### config.mk
export PLATFORM = sky130hd
export DESIGN_NAME = pcie_queue_top
export DESIGN_NICKNAME = d
export VERILOG_FILES = /design/src/pcie_queue_pkg.sv /design/src/queue_ctrl_if.sv /design/src/queue_rr_counter.sv /design/src/queue_switch_fsm.sv /design/src/queue_reg_file.sv /design/src/pio_read_path.sv /design/src/pcie_queue_top.sv
export SDC_FILE = /design/constraint.sdc
export NUM_CORES = 2
export LEC_CHECK = 0
export BUFFER_PORTS_ARGS = -buffer_cell sky130_fd_sc_hd__buf_4
export CORE_AREA = 3 3 702 704
export CTS_CLUSTER_DIAMETER = 80
export CTS_CLUSTER_SIZE = 28
export DETAILED_ROUTE_END_ITERATION = 16
export DIE_AREA = 0 0 705 707
export PLACE_DENSITY = 0.35
export SLEW_MARGIN = 10
export SYNTH_ARGS = -nofsm -noshare
export SYNTH_HDL_FRONTEND = slang
export SYNTH_HIERARCHICAL = 1
export SYNTH_SLANG_ARGS = --single-unit
### constraint.sdc
create_clock -name pcie_clk -period 11.8 [get_ports pcie_clk]
set_clock_uncertainty 0.15 [all_clocks]
set_input_delay 0.59 -clock pcie_clk [delete_from_list [all_inputs] [get_ports pcie_clk]]
set_output_delay 0.59 -clock pcie_clk [all_outputs]
set_load 0.01 [all_outputs]
### src/pcie_queue_pkg.sv
`default_nettype none

package pcie_queue_pkg;

    // register and address widths
    localparam int DWORD_W       = 32;
    localparam int PCIE_ADDR_W   = 18;

    // page index starts at byte address bit 12
    localparam int PAGE_LSB      = 12;

    // byte offset inside one 512-bit line
    localparam int LINE_LSB      = 6;

    // tail, head, kmem low, kmem high
    localparam int REGS_PER_PAGE = 4;
    localparam int DEF_NB_QUEUES = 8;

    // lines below this index are register pages, the rest is ring buffer
    localparam int RB_BRAM_OFFSET = 512;

    typedef logic [DWORD_W-1:0]                 dword_t;
    typedef logic [2*DWORD_W-1:0]               kmem_addr_t;
    typedef logic [PCIE_ADDR_W-1:0]             pcie_addr_t;
    typedef logic [8*(1<<LINE_LSB)-1:0]         line_t;
    typedef logic [(1<<LINE_LSB)-1:0]           byte_en_t;

    // dword 0 sits in the low bits
    typedef logic [REGS_PER_PAGE*DWORD_W-1:0]   page_t;

    // line index into the ring buffer
    typedef logic [PCIE_ADDR_W-LINE_LSB-1:0]    frb_addr_t;

    // programmed number of active queues
    typedef logic [4:0]                         qcount_t;

    typedef enum logic [1:0] {
        IDLE,
        BRAM_DELAY_1,
        BRAM_DELAY_2,
        SWITCH_QUEUE
    } switch_state_t;

endpackage

`default_nettype wire

### src/queue_ctrl_if.sv
`timescale 1ns/1ps
`default_nettype none

interface queue_ctrl_if
    import pcie_queue_pkg::*;
#(
    parameter int  NB_QUEUES = DEF_NB_QUEUES,
    localparam int QW        = (NB_QUEUES > 1) ? $clog2(NB_QUEUES) : 1
);

    // active queue and the tail store strobe from the FSM
    logic [QW-1:0] cur_queue;
    logic          tail_we;
    dword_t        tail_data;

    // live page contents of cur_queue
    dword_t        sel_tail;
    dword_t        sel_head;
    kmem_addr_t    sel_kmem_addr;

    modport fsm (
        output cur_queue, tail_we, tail_data,
        input  sel_tail, sel_head, sel_kmem_addr
    );

    modport regs (
        input  cur_queue, tail_we, tail_data,
        output sel_tail, sel_head, sel_kmem_addr
    );

endinterface

`default_nettype wire

### src/queue_rr_counter.sv
`timescale 1ns/1ps
`default_nettype none

module queue_rr_counter
    import pcie_queue_pkg::*;
#(
    parameter int  NB_QUEUES = DEF_NB_QUEUES,
    localparam int QW        = (NB_QUEUES > 1) ? $clog2(NB_QUEUES) : 1
) (
    input  logic          pcie_clk,
    input  logic          pcie_reset_n,
    input  qcount_t       nb_queues,
    input  logic          advance,
    output logic [QW-1:0] next_queue
);

    logic last_queue;

    // wrap at the programmed count, and never beyond the built queues
    assign last_queue = (int'(next_queue) + 1 >= int'(nb_queues)) ||
                        (int'(next_queue) + 1 >= NB_QUEUES);

    always_ff @(posedge pcie_clk) begin
        if (!pcie_reset_n) begin
            // queue 0 is active out of reset, so queue 1 is served next
            next_queue <= (nb_queues > qcount_t'(1) && NB_QUEUES > 1) ? QW'(1) : '0;
        end else if (advance) begin
            if (last_queue) begin
                next_queue <= '0;
            end else begin
                next_queue <= next_queue + QW'(1);
            end
        end
    end

endmodule

`default_nettype wire

### src/queue_switch_fsm.sv
`timescale 1ns/1ps
`default_nettype none

module queue_switch_fsm
    import pcie_queue_pkg::*;
#(
    parameter int  NB_QUEUES = DEF_NB_QUEUES,
    localparam int QW        = (NB_QUEUES > 1) ? $clog2(NB_QUEUES) : 1
) (
    input  logic         pcie_clk,
    input  logic         pcie_reset_n,
    input  qcount_t      nb_queues,
    input  logic         dma_done,
    input  dword_t       new_tail,
    queue_ctrl_if.fsm    ctrl
);

    switch_state_t state;
    logic          accept;
    logic          advance;
    logic [QW-1:0] next_queue;

    queue_rr_counter #(
        .NB_QUEUES (NB_QUEUES)
    ) u_rr_counter (
        .pcie_clk     (pcie_clk),
        .pcie_reset_n (pcie_reset_n),
        .nb_queues    (nb_queues),
        .advance      (advance),
        .next_queue   (next_queue)
    );

    // completion only counts in IDLE with no tail store in flight
    assign accept  = (state == IDLE) && dma_done && !ctrl.tail_we;
    assign advance = (state == SWITCH_QUEUE);

    always_ff @(posedge pcie_clk) begin
        if (!pcie_reset_n) begin
            state          <= IDLE;
            ctrl.cur_queue <= '0;
            ctrl.tail_we   <= 1'b0;
        end else begin
            ctrl.tail_we <= 1'b0;
            case (state)
                IDLE: begin
                    // store the tail first, then give the table read its two cycles
                    if (ctrl.tail_we) begin
                        state <= BRAM_DELAY_1;
                    end else if (accept) begin
                        ctrl.tail_we <= 1'b1;
                    end
                end
                BRAM_DELAY_1: begin
                    state <= BRAM_DELAY_2;
                end
                BRAM_DELAY_2: begin
                    state <= SWITCH_QUEUE;
                end
                SWITCH_QUEUE: begin
                    // counter steps on this same edge
                    ctrl.cur_queue <= next_queue;
                    state          <= IDLE;
                end
                default: begin
                    state <= IDLE;
                end
            endcase
        end
    end

    // new tail held for the store cycle
    always_ff @(posedge pcie_clk) begin
        if (accept) begin
            ctrl.tail_data <= new_tail;
        end
    end

endmodule

`default_nettype wire

### src/queue_reg_file.sv
`timescale 1ns/1ps
`default_nettype none

module queue_reg_file
    import pcie_queue_pkg::*;
#(
    parameter int  NB_QUEUES = DEF_NB_QUEUES,
    localparam int QW        = (NB_QUEUES > 1) ? $clog2(NB_QUEUES) : 1
) (
    input  logic          pcie_clk,
    input  logic          pcie_reset_n,
    input  pcie_addr_t    pcie_address,
    input  logic          pcie_write,
    input  line_t         pcie_writedata,
    input  byte_en_t      pcie_byteenable,
    input  logic [QW-1:0] rd_page,
    output page_t         rd_words,
    output logic [QW-1:0] active_queue,
    output dword_t        active_tail,
    output dword_t        active_head,
    output kmem_addr_t    active_kmem_addr,
    queue_ctrl_if.regs    ctrl
);

    localparam int BE_PER_DWORD = DWORD_W / 8;

    // one page per queue: tail, head, kmem low, kmem high
    dword_t                           regs [NB_QUEUES][REGS_PER_PAGE];
    logic [PCIE_ADDR_W-PAGE_LSB-1:0]  wr_page_num;
    logic [QW-1:0]                    wr_page;
    logic                             wr_hit;

    assign wr_page_num = pcie_address[PCIE_ADDR_W-1:PAGE_LSB];
    assign wr_page     = wr_page_num[QW-1:0];

    // only register-region writes to an existing page
    assign wr_hit = pcie_write
        && (int'(pcie_address[PCIE_ADDR_W-1:LINE_LSB]) < RB_BRAM_OFFSET)
        && (int'(wr_page_num) < NB_QUEUES);

    always_ff @(posedge pcie_clk) begin
        if (!pcie_reset_n) begin
            for (int q = 0; q < NB_QUEUES; q++) begin
                for (int j = 0; j < REGS_PER_PAGE; j++) begin
                    regs[q][j] <= '0;
                end
            end
        end else begin
            if (ctrl.tail_we) begin
                regs[ctrl.cur_queue][0] <= ctrl.tail_data;
            end
            if (wr_hit) begin
                // dword 0 is the tail and belongs to the DMA side
                for (int j = 1; j < REGS_PER_PAGE; j++) begin
                    if (&pcie_byteenable[j*BE_PER_DWORD +: BE_PER_DWORD]) begin
                        regs[wr_page][j] <= pcie_writedata[j*DWORD_W +: DWORD_W];
                    end
                end
            end
        end
    end

    assign ctrl.sel_tail      = regs[ctrl.cur_queue][0];
    assign ctrl.sel_head      = regs[ctrl.cur_queue][1];
    assign ctrl.sel_kmem_addr = {regs[ctrl.cur_queue][3], regs[ctrl.cur_queue][2]};

    // page lookup for the PIO read path
    always_comb begin
        rd_words = '0;
        if (int'(rd_page) < NB_QUEUES) begin
            for (int j = 0; j < REGS_PER_PAGE; j++) begin
                rd_words[j*DWORD_W +: DWORD_W] = regs[rd_page][j];
            end
        end
    end

    // registered view of the active queue for the DMA engine
    always_ff @(posedge pcie_clk) begin
        if (!pcie_reset_n) begin
            active_queue     <= '0;
            active_tail      <= '0;
            active_head      <= '0;
            active_kmem_addr <= '0;
        end else begin
            active_queue     <= ctrl.cur_queue;
            active_tail      <= ctrl.sel_tail;
            active_head      <= ctrl.sel_head;
            active_kmem_addr <= ctrl.sel_kmem_addr;
        end
    end

endmodule

`default_nettype wire

### src/pio_read_path.sv
`timescale 1ns/1ps
`default_nettype none

module pio_read_path
    import pcie_queue_pkg::*;
#(
    parameter int  NB_QUEUES = DEF_NB_QUEUES,
    localparam int QW        = (NB_QUEUES > 1) ? $clog2(NB_QUEUES) : 1
) (
    input  logic          pcie_clk,
    input  logic          pcie_reset_n,
    input  pcie_addr_t    pcie_address,
    input  logic          pcie_read,
    input  page_t         rd_words,
    input  line_t         frb_readdata,
    input  logic          frb_readvalid,
    output logic [QW-1:0] rd_page,
    output logic          frb_read,
    output frb_addr_t     frb_address,
    output line_t         pcie_readdata,
    output logic          pcie_readdatavalid
);

    frb_addr_t line_idx;
    logic      reg_region;
    logic      region_r1;
    logic      region_r2;
    logic      read_r1;
    logic      read_r2;
    page_t     page_data;

    assign line_idx   = pcie_address[PCIE_ADDR_W-1:LINE_LSB];
    assign reg_region = line_idx < frb_addr_t'(RB_BRAM_OFFSET);
    assign rd_page    = pcie_address[PAGE_LSB +: QW];

    // reads above the register pages go straight to the ring buffer
    assign frb_read    = pcie_read & ~reg_region;
    assign frb_address = line_idx - frb_addr_t'(RB_BRAM_OFFSET);

    // two-cycle register read pipeline
    always_ff @(posedge pcie_clk) begin
        if (!pcie_reset_n) begin
            region_r1 <= 1'b0;
            region_r2 <= 1'b0;
            read_r1   <= 1'b0;
            read_r2   <= 1'b0;
        end else begin
            region_r1 <= reg_region;
            region_r2 <= region_r1;
            read_r1   <= pcie_read;
            read_r2   <= read_r1;
        end
    end

    // page captured one cycle after the read strobe
    always_ff @(posedge pcie_clk) begin
        page_data <= rd_words;
    end

    always_ff @(posedge pcie_clk) begin
        if (!pcie_reset_n) begin
            pcie_readdatavalid <= 1'b0;
        end else if (read_r2 && region_r2) begin
            pcie_readdatavalid <= 1'b1;
        end else begin
            pcie_readdatavalid <= frb_readvalid;
        end
    end

    // page in the low bits, zero above
    always_ff @(posedge pcie_clk) begin
        if (read_r2 && region_r2) begin
            pcie_readdata <= line_t'(page_data);
        end else begin
            pcie_readdata <= frb_readdata;
        end
    end

endmodule

`default_nettype wire

### src/pcie_queue_top.sv
`timescale 1ns/1ps
`default_nettype none

module pcie_queue_top
    import pcie_queue_pkg::*;
#(
    parameter int  NB_QUEUES = DEF_NB_QUEUES,
    localparam int QW        = (NB_QUEUES > 1) ? $clog2(NB_QUEUES) : 1
) (
    input  logic          pcie_clk,
    input  logic          pcie_reset_n,
    input  qcount_t       nb_queues,

    // PIO port
    input  pcie_addr_t    pcie_address,
    input  logic          pcie_write,
    input  logic          pcie_read,
    input  line_t         pcie_writedata,
    input  byte_en_t      pcie_byteenable,
    output line_t         pcie_readdata,
    output logic          pcie_readdatavalid,

    // DMA engine side
    input  logic          dma_done,
    input  dword_t        new_tail,
    output logic [QW-1:0] active_queue,
    output dword_t        active_tail,
    output dword_t        active_head,
    output kmem_addr_t    active_kmem_addr,

    // ring-buffer read port
    output logic          frb_read,
    output frb_addr_t     frb_address,
    input  line_t         frb_readdata,
    input  logic          frb_readvalid
);

    logic [QW-1:0] rd_page;
    page_t         rd_words;

    queue_ctrl_if #(
        .NB_QUEUES (NB_QUEUES)
    ) u_ctrl_if ();

    queue_switch_fsm #(
        .NB_QUEUES (NB_QUEUES)
    ) u_switch_fsm (
        .pcie_clk     (pcie_clk),
        .pcie_reset_n (pcie_reset_n),
        .nb_queues    (nb_queues),
        .dma_done     (dma_done),
        .new_tail     (new_tail),
        .ctrl         (u_ctrl_if)
    );

    queue_reg_file #(
        .NB_QUEUES (NB_QUEUES)
    ) u_reg_file (
        .pcie_clk         (pcie_clk),
        .pcie_reset_n     (pcie_reset_n),
        .pcie_address     (pcie_address),
        .pcie_write       (pcie_write),
        .pcie_writedata   (pcie_writedata),
        .pcie_byteenable  (pcie_byteenable),
        .rd_page          (rd_page),
        .rd_words         (rd_words),
        .active_queue     (active_queue),
        .active_tail      (active_tail),
        .active_head      (active_head),
        .active_kmem_addr (active_kmem_addr),
        .ctrl             (u_ctrl_if)
    );

    pio_read_path #(
        .NB_QUEUES (NB_QUEUES)
    ) u_read_path (
        .pcie_clk           (pcie_clk),
        .pcie_reset_n       (pcie_reset_n),
        .pcie_address       (pcie_address),
        .pcie_read          (pcie_read),
        .rd_words           (rd_words),
        .frb_readdata       (frb_readdata),
        .frb_readvalid      (frb_readvalid),
        .rd_page            (rd_page),
        .frb_read           (frb_read),
        .frb_address        (frb_address),
        .pcie_readdata      (pcie_readdata),
        .pcie_readdatavalid (pcie_readdatavalid)
    );

endmodule

`default_nettype wire

After elaboration in Yosys (flattened, before gate mapping)
Memory sizes are Yosys's and may differ from the RTL's. A register that Yosys moved wholly into a read port is not among the register bits.
Index checks and enable logic that the tools add are counted.
{"block": "totals", "reg_bits": 561, "ram_bits": 1024, "in_bits": 1149, "output_inout_bits": 657, "wordCells": 78, "mem_count": 1}
{"block": "classes", "addsub": 3, "order_cmp": 6, "n_eq_ne": 5, "mux": 31, "bitwise_logic": 4, "n_reduce_logical": 15}
{"memory": "u_reg_file.regs", "depth": 8, "word_bits": 128, "rd": 2, "rd_ports_with_merged_regs": 2, "write_ports": 8, "line": "queue_reg_file.sv:28", "text": "dword_t regs [NB_QUEUES][REGS_PER_PAGE];"}
{"operator": "128-bit two-way mux", "count": 3}
{"operator": "128-bit OR reduction", "count": 2}
{"operator": "32-bit by 6-bit >= comparator with 1-bit output", "count": 1}
{"operator": "12-bit by 10-bit < comparator with 1-bit output, second input constant", "count": 2}
{"operator": "1-bit two-way mux", "count": 19}
{"operator": "3-bit two-way mux", "count": 5}
{"operator": "4-bit AND reduction", "count": 3}
{"operator": "12-bit by 10-bit subtractor with 12-bit output, second input constant", "count": 1}
{"operator": "2-bit case mux with 4 select lines", "count": 1}
{"operator": "6-bit by 4-bit < comparator with 1-bit output, second input constant", "count": 1}
{"operator": "5-bit by 1-bit > comparator with 1-bit output, second input constant", "count": 1}
{"operator": "1-bit logical AND", "count": 5}
{"operator": "3-bit by 1-bit adder with 4-bit output, second input constant", "count": 1}
{"operator": "2-bit equality test, second input constant", "count": 2}
{"operator": "4-bit >= comparator, second input constant", "count": 1}
{"operator": "2-bit two-way mux", "count": 2}
{"operator": "4-bit two-way mux", "count": 1}
{"operator": "2-bit by 1-bit inequality test with 1-bit output, second input constant", "count": 2}
{"operator": "3-bit by 1-bit adder with 3-bit output, second input constant", "count": 1}
{"operator": "1-bit inverter", "count": 3}
{"operator": "3-bit OR reduction", "count": 1}
{"operator": "2-bit by 1-bit equality test with 1-bit output, second input constant", "count": 1}
{"operator": "1-bit zero test", "count": 2}
{"operator": "2-bit zero test", "count": 1}
{"operator": "2 further kinds", "count": 2}

Depth between registers and ports, before layout
{"block": "depth", "word_depth": 8, "ltp_mapped": 8, "ltp_nobuf": 7}

Cells and area by module
The synthesis kept the hierarchy.
{"mod": "queue_reg_file", "instances": 1, "cells_per_inst": 3893, "area_per_inst_um2": 56773.2, "seq_area_each_um2": 33372.0}
{"mod": "pio_read_path", "instances": 1, "cells_per_inst": 1239, "area_per_inst_um2": 17227.8, "seq_area_each_um2": 12912.4}
{"mod": "queue_switch_fsm", "instances": 1, "cells_per_inst": 59, "area_per_inst_um2": 1251.2, "seq_area_each_um2": 1081.0}
{"mod": "queue_rr_counter", "instances": 1, "cells_per_inst": 29, "area_per_inst_um2": 261.5, "seq_area_each_um2": 90.1}

Least setup slack after synthesis
Ideal clock, no wire load.
{"block": "synth_timing", "kind": "input to register", "from": "input port pcie_address[16]", "to": "memory u_reg_file/regs[6][32] in the netlist's numbering, enable pin", "t_arrival_ps": 3787, "required_ps": 11184, "path_slack_ps": 7397, "path_stages": 5, "path_buffers": 1, "cell_sequence": "nor4b_2 nand2_1 or2_2 clkbuf_1 o21ai_0"}
{"item": "start: declaration", "line": "pcie_queue_top.sv:15", "text": "input pcie_addr_t pcie_address,"}
{"item": "end: declaration", "line": "queue_reg_file.sv:28"}

==> results by group <==
Job
  – Max Cap Viol: 0

Worst setup path
  – CP Launch Type: flop
  – Critical path peak fanout: 44
  – Crit path DAT: about 5.0 ns
  – Critical Path Max Stage Delay: roughly 0.78 ns
  – Cell Chain, Critical Path: buf_4 > buf_4 > buf_4 > mux4_2 > mux2_2 > and2_1
  – Worst Setup End Kind: flop
  – CP max stage cell: buf_4
  – WP data required: 12.35 ns
  – CP dominant cell by count: buf_4
  – Setup CP Type: flop to flop

STA
  – Worst slew margin: 21.8%
  – RSZ-0062 raised after global routing: false
  – Final-report max-slew violation count: 0
  – Fmax: 0.223 GHz
  – Min Clock Period, post-route: 4.47 ns
  – Final worst-path cycle share: 37.9%
  – Least-Margin Pin Slew: around 1.2 ns
  – Setup TNS: 0 ns
  – Endpoints failing hold: 0
  – Count of endpoints failing setup in the final report: 0

Clock tree
  – Clock tree root driver cell: clkbuf_16
  – CTS tree: built
  – Postcts setup bufs: 0
  – H-tree depth: 4
  – Num CTS Buffers: approximately 170
  – Sink Count: 1841
  – Reg clk slew, reported paths: 0.09 ns
  – Clk Latency, worst-skew pair: 0.90 ns
  – Clock Path Buffers: 4

Synthesis
  – Ys flop type: edfxtp_1
  – Mapped Nets: 6379
  – Cell area after synthesis: 0.0755 sq mm
  – Syn Area/Cell: 14.5 sq um
  – Post-synth ARST share: 0%
  – Register area share after synthesis: 62.8%
  – Synth warnings: 6
  – Synth unique cells: 46
  – EDFF count, synth: 1059
  – Post-synthesis register bit count: between 1500 and 2000
  – Post-Syn Instances: 5220

Run status
  – Status: complete, no violations

Cells and area
  – Final core occ: 21.8%
  – # fillers: 51900
  – Share of cells above drive strength 1: 32.8%
  – Synth-to-Final Area Change: 40.5%
  – Seq. cell area: roughly 0.047 sq mm
  – Nets: 8214
  – Area of the multi-input gates: approximately 0.027 sq mm

Pwr
  – P_leak: 38.8 nW
  – Total power: 0.0158 W
  – Maximum VDD drop: about 0.11 mV
  – Cell Pwr Density: 149 mW/mm^2

Floorplanning
  – Core area: 0.487 sq mm
  – Boundary Pins: 1806
  – DIE HEIGHT: 707 microns
  – Die Width: 705 microns
  – DIE AREA: ~0.5 sq mm
  – Initial Util: around 16%
  – Rows: 256

Drt
  – DR pass1 iterations: 5
  – Wire per inst: 29.0 microns
  – Total wire length: 401000 microns
  – Final ANT Viol Nets: 0
  – 1st-iter DRT viols: 3342
  – Routed via count: 52700
  – Residual DRC: 0
  – Vias per cell: ~3.8

GRT
  – Vias in the first global route: 56000
  – Gr usage total: approximately 16%
  – Largest net degree at the start of global routing: 183
  – First-pass GRT wire length: 528000 microns
  – Total grt overflow: 0
  – Initial antenna violation count: 172

Placement
  – IO Port Bufs: 1319
  – DP HPWL: between 200000 and 300000 microns
  – GPL Wtd Cong: 0.970

Hold path
  – Worst Hold Class: input port to flop
area by class of cell:
class / instances / area share [%]
clock buffer: 177 / 4.04
timing repair buffer: 2085 / 16.4
tap: 6450 / 7.60
multi-input combinational: 2948 / 25.0
sequential: 1841 / 44.7
inverter: 12 / 0.0424
clock inverter: 131 / 1.75
antenna: 209 / 0.493
cells by family (layout without fill, tap and decap cells):
family | Yosys count | in the layout | share of synthesized area, %
other | 0 | 209 | 0
DFF | 1841 | 1841 | 62.8
muxes | 989 | 989 | 19.1
xor gates and xnor gates | 2 | 2 | 0.0232
and+or+nand+nor | 1729 | 1729 | 12.7
AOI/OAI and AO/OA | 218 | 218 | 2.33
buffers and inverters | 431 | 2405 | 2.80
adders and majority gates | 10 | 10 | 0.166
placed cells by master, fill, tap and decap left out, drive strengths merged, types with 2 or more instances in the layout:
cell type	Yosys	routed
nand2b	9	9
nor2b	8	8
o22a	86	86
nand4	3	3
mux4	332	332
o221ai	86	86
dfxtp	782	782
clkbuf	264	177
inv	12	90
nand2	114	114
bufinv	0	9
buf	155	1437
o21ai	34	34
clkinv	0	38
mux2i	363	363
nor2	374	374
diode	0	209
dlygate4sd3	0	648
ha	10	10
nor3	6	6
mux2	294	294
nand3	10	10
and3	418	418
edfxtp	1059	1059
clkinvlp	0	6
and2	776	776
o22ai	6	6
xor2	2	2
or2	5	5
and4	3	3
state kept, by name, indices dropped and copies added (netlist names), 2 cells and up:
name / cells
u_reg_file/regs: 1024
u_read_path/page_data: 128
u_switch_fsm/u_rr_counter/next_queue: 3
u_reg_file/active_head: 32
u_reg_file/active_tail: 32
u_switch_fsm/state: 2
u_read_path/pcie_readdata: 512
u_switch_fsm/ctrl.cur_queue: 3
u_switch_fsm/ctrl.tail_data: 32
u_reg_file/active_kmem_addr: 64
u_reg_file/active_queue: 3
layer usage:
metal | GRT usage [%] | wire [microns] | up-vias
met5 | 0 | 278 | -
met4 | 4.82 | 14700 | 40
met3 | 3.38 | 24500 | 489
met2 | 28.4 | 205000 | 1888
met1 | 18.0 | 157000 | 27100
li1 | - | - | 23100
through the flow:
stage | std cells | setup slack (ns) | hold WS, ns | cell area (sq um)
5_1_grt | 13800 | 7.12 | 0.0132 | 106000
6_report | 13900 | 7.33 | 0.0680 | 106000
2_1_floorplan | 5220 | 7.40 | 0.260 | 75500
3_5_place_dp | 12700 | 6.90 | 0.267 | 93000
3_3_place_gp | 12700 | 6.90 | 0.270 | 93000
4_1_cts | 13600 | 7.24 | 0.00915 | 106000
Yosys cell counts, types with 2 or more instances:
| master | number | share of area [%] |
|---|---|---|
| inv_1 | 12 | 0.060 |
| buf_6 | 32 | 0.48 |
| o221ai_1 | 86 | 1.0 |
| or2_2 | 4 | 0.033 |
| and4_1 | 3 | 0.035 |
| clkbuf_2 | 3 | 0.020 |
| nor3_2 | 2 | 0.027 |
| mux4_2 | 332 | 9.9 |
| nand2b_1 | 8 | 0.066 |
| buf_1 | 13 | 0.065 |
| buf_4 | 42 | 0.42 |
| and3_1 | 418 | 3.5 |
| clkbuf_1 | 261 | 1.3 |
| mux2_2 | 209 | 3.1 |
| nand2_1 | 113 | 0.56 |
| nor3_1 | 4 | 0.027 |
| o22a_1 | 86 | 1.0 |
| o21ai_0 | 32 | 0.21 |
| edfxtp_1 | 1059 | 42 |
| ha_1 | 10 | 0.17 |
| mux2i_1 | 363 | 4.8 |
| nand4_1 | 3 | 0.025 |
| nor2b_1 | 8 | 0.066 |
| mux2_1 | 85 | 1.3 |
| nor2_1 | 372 | 1.8 |
| dfxtp_1 | 782 | 21 |
| nor2_2 | 2 | 0.017 |
| buf_2 | 67 | 0.44 |
| nand3_1 | 10 | 0.066 |
| o21ai_1 | 2 | 0.013 |
| o22ai_1 | 6 | 0.050 |
| and2_1 | 776 | 6.4 |
| xor2_1 | 2 | 0.023 |
repair_timing:
| action | 4_1_cts | 5_1_grt |
|---|---|---|
| hold buffers | 647 | 1 |
| resized for setup | 0 | 0 |
| endpoints found under the hold margin | 1339 | 1 |
report_power, final:
part | total, W | leakage (nW) | switching [W] | internal [W]
clock | 0.00630 | 2.99 | 0.00321 | 0.00309
combinational | 0.00204 | 18.9 | 0.00107 | 0.000964
sequential | 0.00746 | 16.8 | 0.000261 | 0.00720
total | 0.0158 | 38.8 | 0.00454 | 0.0113
critical path: cells and delay by family (launching register included):
family | cells | cell delay (ns)
buffers and inverters | 3 | 2.12
DFF | 1 | 0.65
muxes | 2 | 0.90
and+or+nand+nor | 1 | 0.23
path summary, 6_finish.rpt:
| path | end | cells after the start | slack (ns) | start |
|---|---|---|---|---|
| max | u_reg_file/active_head[2] | 6 | 7.33 | u_switch_fsm/ctrl.cur_queue[0] |
| min | u_read_path/pcie_readdata[40] | 2 | 0.07 | frb_readdata[40] |
| max reg2reg | u_reg_file/active_head[2] | 6 | 7.33 | u_switch_fsm/ctrl.cur_queue[0] |
| min reg2reg | u_read_path/region_r2 | 1 | 0.29 | u_read_path/region_r1 |
Note: power is estimated with default switching activity, not from simulation.
